### src/wb_mem_defines.svh
`ifndef WB_MEM_DEFINES_SVH
`define WB_MEM_DEFINES_SVH

// Word addresses throughout, so one step of the address is one 32-bit word

// Block RAM window
`define WB_BRAM_BASE 32'h0000_0000
`define WB_BRAM_WORDS 1024

// Mailbox window, four registers with the doorbell at offset zero
`define WB_MBOX_BASE 32'h0000_1000
`define WB_MBOX_WORDS 4

// What a read of an address outside both windows returns
`define WB_UNMAPPED_DAT 32'h0000_0000

`endif

### src/wb_mem_pkg.sv
package wb_mem_pkg;

	// Word address as the master presents it
	typedef logic [31:0] wb_adr_t;

	// Read and write data word
	typedef logic [31:0] wb_dat_t;

	// Byte select, bit n enables byte lane n (bits 8n+7 down to 8n)
	typedef logic [3:0] wb_sel_t;

	// Decoder result. SLV_NONE keeps the all-ones pattern for no slave
	typedef enum logic [1:0] {
		SLV_BRAM = 2'b00,
		SLV_MBOX = 2'b01,
		SLV_NONE = 2'b11
	} wb_slave_e;

endpackage

### src/wb_mailbox_slave.sv
`timescale 1ns/10ps
`include "wb_mem_defines.svh"

module wb_mailbox_slave (
	input  logic                clk,
	input  logic                rst,
	input  logic                i_we,
	input  logic                i_cyc,
	input  logic                i_stb,
	input  wb_mem_pkg::wb_sel_t i_sel,
	input  wb_mem_pkg::wb_adr_t i_adr,
	input  wb_mem_pkg::wb_dat_t i_dat,
	output wb_mem_pkg::wb_dat_t o_dat,
	output logic                o_ack,
	output logic                o_int
);
	import wb_mem_pkg::*;

	localparam int IDX_W = $clog2(`WB_MBOX_WORDS);
	localparam int LANES = $bits(wb_sel_t);
	localparam logic [IDX_W-1:0] DOORBELL = '0;

	wb_dat_t          regs [`WB_MBOX_WORDS];
	logic [IDX_W-1:0] word_idx;
	logic             req;
	logic             db_wr_q;
	logic             db_rd_q;

	assign word_idx = i_adr[IDX_W-1:0];
	assign req = i_cyc && i_stb && !o_ack;

	// Register file plus a note of which doorbell access is being acked
	always_ff @(posedge clk) begin
		if (rst) begin
			for (int w = 0; w < `WB_MBOX_WORDS; w++) begin
				regs[w] <= '0;
			end
			db_wr_q <= 1'b0;
			db_rd_q <= 1'b0;
		end
		else begin
			db_wr_q <= req && i_we && (word_idx == DOORBELL);
			db_rd_q <= req && !i_we && (word_idx == DOORBELL);
			if (req && i_we) begin
				for (int b = 0; b < LANES; b++) begin
					if (i_sel[b]) begin
						regs[word_idx][8*b +: 8] <= i_dat[8*b +: 8];
					end
				end
			end
		end
	end

	always_ff @(posedge clk) begin
		if (req && !i_we) begin
			o_dat <= regs[word_idx];
		end
	end

	always_ff @(posedge clk) begin
		if (rst) begin
			o_ack <= 1'b0;
		end
		else begin
			o_ack <= req;
		end
	end

	// The flag changes on the ack edge, so the doorbell access itself still
	// reports the old level
	always_ff @(posedge clk) begin
		if (rst) begin
			o_int <= 1'b0;
		end
		else if (db_wr_q) begin
			o_int <= 1'b1;
		end
		else if (db_rd_q) begin
			o_int <= 1'b0;              // Reading the doorbell acknowledges it
		end
	end

endmodule

### config.mk
export PLATFORM = sky130hd
export DESIGN_NAME = wb_mailbox_slave
export DESIGN_NICKNAME = d
export VERILOG_FILES = /design/src/wb_mem_pkg.sv /design/src/wb_mailbox_slave.sv
export VERILOG_INCLUDE_DIRS = /design/src
export SDC_FILE = /design/constraint.sdc
export NUM_CORES = 1
export LEC_CHECK = 0
export BUFFER_PORTS_ARGS = -buffer_cell sky130_fd_sc_hd__clkbuf_2
export CAP_MARGIN = 20
export CORE_ASPECT_RATIO = 1.2
export CORE_UTILIZATION = 50
export DETAILED_ROUTE_END_ITERATION = 12
export PLACE_DENSITY = 0.81
export SYNTH_ARGS = -nofsm -noshare
export SYNTH_HDL_FRONTEND = slang
export SYNTH_SLANG_ARGS = --single-unit
### constraint.sdc
create_clock -name clk -period 5.1 [get_ports clk]
set_clock_uncertainty 0.05 [all_clocks]
set_input_delay 0.51 -clock clk [delete_from_list [all_inputs] [get_ports clk]]
set_output_delay 0.51 -clock clk [all_outputs]
set_load 0.1 [all_outputs]
==> metrics.yaml <==
clock_network:
  cts_made_buffers: 17
  h-tree-depth: 4
  post_cts_buffers: 0
  ctsHoldBuffers: 0
  clockRootBuffer: "clkbuf_16"
  cts_sinks: 164
  cts_max_path_buffers: 2
  worst_skew_pair.late_latency_ns: 0.43
  cts_tree: "done"
  post_cts_resized: 0
  cts.clk_slew.worst_paths_ns: 0.06
final_layout:
  nets: 577
  finalNonFillerCells: 688
  area_growth_syn_to_layout_pct: 14.90
  drive_gt1_share_pct: 33.46
  final_common_cell: "edfxtp_1"
  final_cell_mix: "edfxtp_1, clkbuf_2, nor3_1, mux4_2, nor4b_1"
  utilization_pct: 59.08
  diodes: 0
  fin_area_um2: 8199
drt:
  wl_per_cell_um: 23.16
  vias: 4469
  totalWireLength_um: 15930
  dr.pass1.iters: 9
  drc_errors: 10
  antenna_left: 0
  viasPerCell: 6.496
  drt_iter0_markers: 441
yosys:
  yosys_warnings: 0
  syn-cell-area_um2: 7136
  ys_ff_latch: 164
  avgSynthCellArea_um2: 16.00
  syn-num-nets: 519
  syn_inst: 446
  ys_seq_area_share_pct: 68.46
  synth.distinct_cells: 28
grt:
  grt_pass1_wl_um: 25390
  grt_max_degree: 77
  grt_util_all_layers_pct: 23.07
  grt.overflow.total: 0
  grt_pass1_vias: 4748
  grt_antenna_before_repair: 0
critical_path:
  crit_buf_inv: 2
  crit_cells: 4
  crit_family: "buffers and inverters"
  worstRegToRegCells: 4
  cp.required_ns: 5.19
  crit_type: "primary input to flop"
  path_cells: "clkbuf_2, nand2b_1, buf_4, nor4b_1"
  worstPathArrival_ns: 2.48
  cp_slowest_cell: "nand2b_1"
  path_max_fanout: 40
  cp_slowest_stage_delay_ns: 0.79
  worst_setup_path_end_kind: "flop"
  cp-start-kind: "primary input"
timing:
  whs_ns: 0.3678
  rsz0062_at_grt: "no"
  max_freq_mhz: 418.2
  layout_setup_ws_ns: 2.709
  post-route-min-period_ns: 2.391
  tns_ns: 0
  worst_pin_slew_ns: 1.075
  slew_violations: 0
  fin_crit_sh_pct: 46.89
  setup_viol: 0
  slew_headroom_pct: 28.18
  hold_viol: 0
placed_design:
  dp_hpwl_um: 9357
  io_buffers: 76
  placed_cell_area_um2: 7617
  dpl.cell_count: 656
  post-place-ws_ns: 2.304
  place_congestion: 0.7531
floorplanning:
  rows: 47
  io_pins: 107
  fp.dieW_um: 111.1
  start_util_pct: 51.42
  die_h_um: 132.9
  core-area_um2: 13880
  fp.dieArea_um2: 14760
run_status:
  outcome: "finished, violations left"
  violations: "design-rule violations"
power_and_ir_drop:
  finalPower_mw: 3.083
  p_per_area_nw_per_um2: 376.0
  vdd_ir_drop_max_mv: 0.1752
  p_leak_nw: 2.688
worst_hold_path:
  hold_depth: 2
  min_path_type: "primary input to flop"
job:
  cap_violations: 0
## cell families (layout without fill, tap and decap cells)
family | Yosys count | in the layout | share of synthesized area [%]
buffers and inverters | 51 | 122 | 3.226
flip-flops | 164 | 164 | 68.46
AO/OA/AOI/OAI | 17 | 17 | 1.841
AND/OR/NAND/NOR | 182 | 182 | 16.38
multiplexers | 32 | 32 | 10.10
## report_power, final
part           internal (mW)  leakage (nW)  switching [mW]
clock network          0.724         0.281           0.528
logic                 0.0798         0.779           0.199
registers               1.54          1.63          0.0151
## flip-flops by register name, indices dropped and copies added (netlist names)
signal and cells:
o_dat 32, db_wr_q 1, o_ack 1, regs 128
o_int 1, db_rd_q 1
## per-layer routing
layer / global-route usage, % / wire (um)
met1: 28.42 / 5814
met2: 39.03 / 8436
met3: 4.627 / 1300
met4: 11.64 / 382
met5: 0 / 0
## cells in the mapped netlist
master | count | area, um2
a31o_2 | 11 | 96.34
and4b_1 | 1 | 10.01
buf_1 | 4 | 15.01
buf_2 | 16 | 80.08
buf_4 | 1 | 7.510
buf_6 | 2 | 22.52
clkbuf_1 | 27 | 101.4
dfxtp_1 | 4 | 80.08
edfxtp_1 | 160 | 4805
inv_1 | 1 | 3.750
mux4_2 | 32 | 720.7
nand2_1 | 9 | 33.78
nand2b_1 | 3 | 18.77
nand3_1 | 4 | 20.02
nand3b_1 | 25 | 187.7
nand4b_1 | 1 | 8.760
nor2_1 | 4 | 15.01
nor2b_1 | 3 | 18.77
nor3_1 | 72 | 360.4
nor3_2 | 8 | 80.08
nor4_1 | 17 | 106.4
nor4_2 | 1 | 12.51
nor4b_1 | 32 | 280.3
o21a_1 | 1 | 7.510
o21ai_0 | 4 | 20.02
o31ai_1 | 1 | 7.510
or2_2 | 1 | 6.260
or4b_1 | 1 | 10.01
## worst paths after layout
check	start	to	slack, ns
worst max register to register	o_ack$_SDFF_PP0_	regs[3][17]$_DFFE_PP_	3.14
worst max-delay path	rst	regs[3][15]$_DFFE_PP_	2.71
worst min-delay path	i_we	db_rd_q$_SDFF_PP0_	0.37
worst min register to register	db_wr_q$_SDFF_PP0_	o_int$_SDFFE_PP0P_	0.44
## cell type report
| type | count | area [um2] |
|---|---|---|
| repair buffers | 89 | 478.0 |
| clock inverters | 15 | 156.4 |
| flip-flops and latches | 164 | 4885 |
| well taps | 171 | 214.0 |
| fillers | 999 | 5679 |
| inverters | 1 | 3.754 |
| clock buffers | 17 | 425.4 |
| multi-input cells | 231 | 2037 |
## worst reg2reg max path, stage by stage, from the launching register on
cell and delay (ns):
dfxtp_1 0.36, nand4b_1 0.12, buf_4 0.61, o21ai_0 0.33
buf_4 0.24
Power figures use the tool's default switching activity.
