===== src/wb_mem_defines.svh =====
`ifndef WB_MEM_DEFINES_SVH
`define WB_MEM_DEFINES_SVH

// Word addresses throughout, so one step of the address is one 32-bit word

// Block RAM window
`define WB_BRAM_BASE 32'h0000_0000
`define WB_BRAM_WORDS 1024

// Mailbox window, four registers with the doorbell at offset zero
`define WB_MBOX_BASE 32'h0000_1000
`define WB_MBOX_WORDS 4

// What a read of an address outside both windows returns
`define WB_UNMAPPED_DAT 32'h0000_0000

`endif


===== src/wb_mem_pkg.sv =====
package wb_mem_pkg;

	// Word address as the master presents it
	typedef logic [31:0] wb_adr_t;

	// Read and write data word
	typedef logic [31:0] wb_dat_t;

	// Byte select, bit n enables byte lane n (bits 8n+7 down to 8n)
	typedef logic [3:0] wb_sel_t;

	// Decoder result. SLV_NONE keeps the all-ones pattern for no slave
	typedef enum logic [1:0] {
		SLV_BRAM = 2'b00,
		SLV_MBOX = 2'b01,
		SLV_NONE = 2'b11
	} wb_slave_e;

endpackage


===== src/wb_mem_interconnect.sv =====
`timescale 1ns/10ps
`include "wb_mem_defines.svh"

module wb_mem_interconnect (
	input  logic                clk,
	input  logic                rst,

	input  logic                i_m_we,
	input  logic                i_m_cyc,
	input  logic                i_m_stb,
	input  wb_mem_pkg::wb_sel_t i_m_sel,
	input  wb_mem_pkg::wb_adr_t i_m_adr,
	input  wb_mem_pkg::wb_dat_t i_m_dat,
	output wb_mem_pkg::wb_dat_t o_m_dat,
	output logic                o_m_ack,
	output logic                o_m_int,

	output logic                o_s0_we,
	output logic                o_s0_cyc,
	output logic                o_s0_stb,
	output wb_mem_pkg::wb_sel_t o_s0_sel,
	output wb_mem_pkg::wb_adr_t o_s0_adr,
	output wb_mem_pkg::wb_dat_t o_s0_dat,
	input  wb_mem_pkg::wb_dat_t i_s0_dat,
	input  logic                i_s0_ack,
	input  logic                i_s0_int,

	output logic                o_s1_we,
	output logic                o_s1_cyc,
	output logic                o_s1_stb,
	output wb_mem_pkg::wb_sel_t o_s1_sel,
	output wb_mem_pkg::wb_adr_t o_s1_adr,
	output wb_mem_pkg::wb_dat_t o_s1_dat,
	input  wb_mem_pkg::wb_dat_t i_s1_dat,
	input  logic                i_s1_ack,
	input  logic                i_s1_int
);
	import wb_mem_pkg::*;

	wb_slave_e slv_sel;
	logic      hit_bram;
	logic      hit_mbox;
	logic      m_req;

	// Window checks against the address map. An address below a base wraps
	// to a large offset and so falls outside that window
	assign hit_bram = (i_m_adr - `WB_BRAM_BASE) < `WB_BRAM_WORDS;
	assign hit_mbox = (i_m_adr - `WB_MBOX_BASE) < `WB_MBOX_WORDS;

	assign m_req = i_m_cyc && i_m_stb;

	always_comb begin
		if (rst) begin
			slv_sel = SLV_NONE;
		end
		else if (hit_bram) begin
			slv_sel = SLV_BRAM;
		end
		else if (hit_mbox) begin
			slv_sel = SLV_MBOX;
		end
		else begin
			slv_sel = SLV_NONE;
		end
	end

	// Return path from whichever slave is addressed
	always_comb begin
		case (slv_sel)
			SLV_BRAM: begin
				o_m_dat = i_s0_dat;
				o_m_ack = i_s0_ack;
				o_m_int = i_s0_int;
			end
			SLV_MBOX: begin
				o_m_dat = i_s1_dat;
				o_m_ack = i_s1_ack;
				o_m_int = i_s1_int;
			end
			default: begin
				o_m_dat = `WB_UNMAPPED_DAT;
				o_m_ack = m_req;        // Nobody home, answer straight away
				o_m_int = 1'b0;
			end
		endcase
	end

	// Only the addressed slave sees the request, the other one sees zeros
	assign o_s0_we  = (slv_sel == SLV_BRAM) ? i_m_we  : 1'b0;
	assign o_s0_cyc = (slv_sel == SLV_BRAM) ? i_m_cyc : 1'b0;
	assign o_s0_stb = (slv_sel == SLV_BRAM) ? i_m_stb : 1'b0;
	assign o_s0_sel = (slv_sel == SLV_BRAM) ? i_m_sel : '0;
	assign o_s0_adr = (slv_sel == SLV_BRAM) ? i_m_adr : '0;
	assign o_s0_dat = (slv_sel == SLV_BRAM) ? i_m_dat : '0;

	assign o_s1_we  = (slv_sel == SLV_MBOX) ? i_m_we  : 1'b0;
	assign o_s1_cyc = (slv_sel == SLV_MBOX) ? i_m_cyc : 1'b0;
	assign o_s1_stb = (slv_sel == SLV_MBOX) ? i_m_stb : 1'b0;
	assign o_s1_sel = (slv_sel == SLV_MBOX) ? i_m_sel : '0;
	assign o_s1_adr = (slv_sel == SLV_MBOX) ? i_m_adr : '0;
	assign o_s1_dat = (slv_sel == SLV_MBOX) ? i_m_dat : '0;

endmodule


===== config.mk =====
export PLATFORM = sky130hd
export DESIGN_NAME = wb_mem_interconnect
export DESIGN_NICKNAME = d
export VERILOG_FILES = /design/src/wb_mem_pkg.sv /design/src/wb_mem_interconnect.sv
export VERILOG_INCLUDE_DIRS = /design/src
export SDC_FILE = /design/constraint.sdc
export NUM_CORES = 1
export LEC_CHECK = 0
export BUFFER_PORTS_ARGS = -buffer_cell sky130_fd_sc_hd__buf_2
export CAP_MARGIN = 10
export CORE_AREA = 8 8 116 118
export DETAILED_ROUTE_END_ITERATION = 8
export DIE_AREA = 0 0 124 126
export PLACE_DENSITY = 0.56
export RECOVER_POWER = 100
export SLEW_MARGIN = 20
export SYNTH_ARGS = -nofsm -noshare
export SYNTH_HDL_FRONTEND = slang
export SYNTH_SLANG_ARGS = --single-unit

===== constraint.sdc =====
create_clock -name vclk -period 4.2
set_clock_uncertainty 0.15 [all_clocks]
set_input_delay 1.26 -clock vclk [all_inputs]
set_output_delay 1.26 -clock vclk [all_outputs]
set_load 0.02 [all_outputs]

==> impl_table.tex <==
\begin{tabular}{lr}
\hline
Metric & Value \\
\hline
\multicolumn{2}{l}{\textbf{Final layout}} \\
\quad Area added between synthesis and finish & 187\% \\
\quad Post-route core utilization & 38.9\% \\
\quad Number of clock-tree buffers in the layout & 0 \\
\quad Sequential cell count of the final layout & 0 \\
\quad Area occupied by registers & 0 um\^{}2 \\
\quad Fill cell count & $\sim$1200 \\
\quad Nets & $\sim$660 \\
\quad Fraction of final layout cells sized beyond drive strength 1 & between 80\% and 90\% \\
\quad Diodes inserted & 0 \\
\multicolumn{2}{l}{\textbf{Placed design}} \\
\quad Routability cong. & 0.736 \\
\quad Buffers on Ports & 265 \\
\quad Estimated wirelength of the detail-placed design & 8.60 mm \\
\quad Setup slack at placement & -0.545 ns \\
\multicolumn{2}{l}{\textbf{Routing}} \\
\quad Detailed Route WL & about 12 mm \\
\quad Number of design rule violations left after detail routing & 0 \\
\quad Via count of the routed design & approximately 2700 \\
\quad Pre-antenna DRT Iters & 4 \\
\quad DR WL/cell & 17.7 um \\
\quad DRC marker count from the first detailed-route iteration & 52 \\
\quad Post-route ant nets & 0 \\
\quad Detail-routed via count per cell & 4.00 \\
\multicolumn{2}{l}{\textbf{Floorplanning}} \\
\quad Number of rows created at floorplan & 40 \\
\quad I/O Pins & between 300 and 400 \\
\quad X dimension of the die & 124 um \\
\quad Die ar. & roughly 16000 um\^{}2 \\
\quad Die Span Y & between 100 and 150 um \\
\quad Core box area & 11700 um\^{}2 \\
\quad Initial standard-cell utilization of the core & 13.6\% \\
\multicolumn{2}{l}{\textbf{Synthesis}} \\
\quad Post-synth top area share & 35.4\% \\
\quad Post-synthesis instance area & 1590 um\^{}2 \\
\quad Dominant cell by count in the synthesized netlist & sky130\_fd\_sc\_hd\_\_and2\_1 \\
\quad Gate Count Post-Synth & 230 \\
\quad Proportion of synthesized chip area in sequential cells & 0\% \\
\quad Post-synthesis average cell area & around 6.9 um\^{}2 \\
\quad Synth warnings & 0 \\
\quad Most frequent cells after synthesis & sky130\_fd\_sc\_hd\_\_and2\_1 (90), sky130\_fd\_sc\_hd\_\_buf\_4 (52), sky130\_fd\_sc\_hd\_\_a22o\_1 (33) \\
\quad Post-synthesis cell type count & 30 \\
\quad Largest area contributor in the synthesized netlist & sky130\_fd\_sc\_hd\_\_and2\_1 \\
\quad Cell types occupying the most area after synthesis & sky130\_fd\_sc\_hd\_\_and2\_1 (35\%), sky130\_fd\_sc\_hd\_\_buf\_4 (25\%), sky130\_fd\_sc\_hd\_\_a22o\_1 (18\%), sky130\_fd\_sc\_hd\_\_buf\_6 (2.8\%), sky130\_fd\_sc\_hd\_\_clkbuf\_1 (2.6\%) \\
\multicolumn{2}{l}{\textbf{Global routing}} \\
\quad Total routing resource utilization after global routing & 10.8\% \\
\quad Pin count of the biggest net entering global routing & 38 \\
\quad Met3 global-route usage & around 4.5\% \\
\quad Met2 global-route usage & between 20\% and 30\% \\
\quad Gr busiest metal & met2 \\
\quad GRT met1 Usage & 10.7\% \\
\quad Congestion Overflow GR & 0 \\
\quad Wire length of the first global-routing pass & 14.0 mm \\
\quad Antenna violations before repair & 1 \\
\quad Number of global-route vias before repair & 2568 \\
\multicolumn{2}{l}{\textbf{STA}} \\
\quad Final setup margin & -0.408 ns \\
\quad Number of hold violations in the final report & 0 \\
\quad Final setup viols & 115 \\
\quad Final cycle utilization of the critical path & 110\% \\
\quad Tmin final & 4.61 ns \\
\quad Number of pins exceeding their max-slew limit in the final report & 0 \\
\quad Max Freq & roughly 220 MHz \\
\quad Unrepaired setup endpoints after global routing & true \\
\multicolumn{2}{l}{\textbf{Setup path}} \\
\quad Arrival time at the worst endpoint & 3.20 ns \\
\quad Class of the most critical setup path & input pin to primary output \\
\quad Category of the worst setup path capture point & primary output \\
\quad Maximum fanout encountered on the critical timing path & 6 \\
\quad CP startpoint kind & input pin \\
\quad Worst EP required & roughly 2.8 ns \\
\multicolumn{2}{l}{\textbf{Job}} \\
\quad Max-capacitance violation count & 0 \\
\multicolumn{2}{l}{\textbf{Outcome}} \\
\quad Violated checks & negative setup slack \\
\quad Run status & finished with violations \\
\multicolumn{2}{l}{\textbf{Power and ir drop}} \\
\quad Overall power of the completed layout & 144 uW \\
\quad Worst vdd ir & 0.0000323 V \\
\quad P\_leak & 2.48 nW \\
\quad Power density over cell area & 31.6 nW/um\^{}2 \\
\multicolumn{2}{l}{\textbf{Hold path}} \\
\quad Hold/Removal Path Class & input pin to primary output \\
\hline
\end{tabular}
[worst max-delay path: stages]
cell and delay, ns:
sky130_fd_sc_hd__buf_6 0.10, sky130_fd_sc_hd__nor4_4 0.29, sky130_fd_sc_hd__a31oi_1 0.12, sky130_fd_sc_hd__or3_4 0.39
sky130_fd_sc_hd__a2111oi_4 0.34, sky130_fd_sc_hd__buf_6 0.20, sky130_fd_sc_hd__buf_12 0.12, sky130_fd_sc_hd__buf_12 0.11
sky130_fd_sc_hd__a22o_1 0.14, sky130_fd_sc_hd__buf_6 0.12
[metrics by stage]
step | setup TNS, ns | area (um^2) | cells | hold WS (ns)
6_report | -31.03 | 4550 | 666 | 2.67
5_1_grt | -45.02 | 4550 | 666 | 2.67
4_1_cts | -34.39 | 3500 | 648 | 2.68
3_5_place_dp | -44.33 | 3310 | 643 | 2.70
3_3_place_gp | -43.81 | 3310 | 643 | 2.70
2_1_floorplan | -3.98 | 2110 | 280 | 2.50
[kinds of logic (layout without fill, tap and decap cells)]
family | Yosys count | in the layout | share of synthesized area (%)
AND/OR/NAND/NOR | 118 | 118 | 45.4
multiplexers | 1 | 1 | 0.630
buffers and inverters | 68 | 307 | 30.3
XOR/XNOR | 1 | 1 | 0.551
other | 1 | 51 | 0.236
AO/OA/AOI/OAI | 41 | 41 | 22.9
[per-layer routing]
layer / vias up / share of wire (%) / wire [um]
met5: - / 0.14 / 16
met4: 2 / 0.017 / 2
met3: 2 / 12 / 1380
met2: 156 / 57 / 6730
met1: 1244 / 31 / 3650
li1: 1259 / - / -
[final timing paths]
kind / end / startpoint / depth (start not counted)
worst min-delay path: o_m_dat[17] / i_s1_dat[17] / 3
worst max-delay path: o_m_dat[28] / i_m_adr[18] / 10
[cells in the final DEF (no fill, tap or decap)]
| master | instances |
|---|---|
| sky130_fd_sc_hd__a2111oi_4 | 1 |
| sky130_fd_sc_hd__a211o_1 | 1 |
| sky130_fd_sc_hd__a21boi_0 | 1 |
| sky130_fd_sc_hd__a21oi_1 | 1 |
| sky130_fd_sc_hd__a22o_1 | 6 |
| sky130_fd_sc_hd__a22o_4 | 27 |
| sky130_fd_sc_hd__a31oi_1 | 1 |
| sky130_fd_sc_hd__and2_1 | 2 |
| sky130_fd_sc_hd__and2_2 | 26 |
| sky130_fd_sc_hd__and2_4 | 62 |
| sky130_fd_sc_hd__and4_4 | 1 |
| sky130_fd_sc_hd__buf_12 | 7 |
| sky130_fd_sc_hd__buf_16 | 1 |
| sky130_fd_sc_hd__buf_2 | 143 |
| sky130_fd_sc_hd__buf_4 | 29 |
| sky130_fd_sc_hd__buf_6 | 115 |
| sky130_fd_sc_hd__buf_8 | 4 |
| sky130_fd_sc_hd__clkbuf_16 | 6 |
| sky130_fd_sc_hd__clkbuf_4 | 2 |
| sky130_fd_sc_hd__conb_1 | 51 |
| sky130_fd_sc_hd__mux2i_2 | 1 |
| sky130_fd_sc_hd__nand2_1 | 3 |
| sky130_fd_sc_hd__nand2_2 | 1 |
| sky130_fd_sc_hd__nand3_1 | 2 |
| sky130_fd_sc_hd__nand3b_1 | 1 |
| sky130_fd_sc_hd__nand4_1 | 1 |
| sky130_fd_sc_hd__nor2_1 | 6 |
| sky130_fd_sc_hd__nor2_4 | 1 |
| sky130_fd_sc_hd__nor3_1 | 3 |
| sky130_fd_sc_hd__nor4_1 | 3 |
| sky130_fd_sc_hd__nor4_4 | 1 |
| sky130_fd_sc_hd__nor4b_1 | 1 |
| sky130_fd_sc_hd__o211ai_1 | 1 |
| sky130_fd_sc_hd__o21ai_0 | 1 |
| sky130_fd_sc_hd__o31ai_1 | 1 |
| sky130_fd_sc_hd__or2_2 | 1 |
| sky130_fd_sc_hd__or3_1 | 1 |
| sky130_fd_sc_hd__or3_4 | 1 |
| sky130_fd_sc_hd__or4b_1 | 1 |
| sky130_fd_sc_hd__xor2_1 | 1 |
[final cells by class]
cell class	count	area, um^2	share of cell area [%]
Tap cell	147	184	4.04
Timing Repair Buffer	307	2620	57.6
Multi-Input combinational cell	212	1750	38.4
[report_power, final]
part           internal, mW  switching, mW
clock network             0              0
registers                 0              0
logic                0.0575         0.0865
[what timing repair did]
item                                    4_1_cts  5_1_grt
cloned                                        2        9
endpoints found under the hold margin         0        0
buffers inserted                              3       11
endpoints found under the setup margin      122      122
pin swaps                                     2       43
resized for setup                            29      276
hold buffers                                  0        0
(Power assumes the default switching activity.)
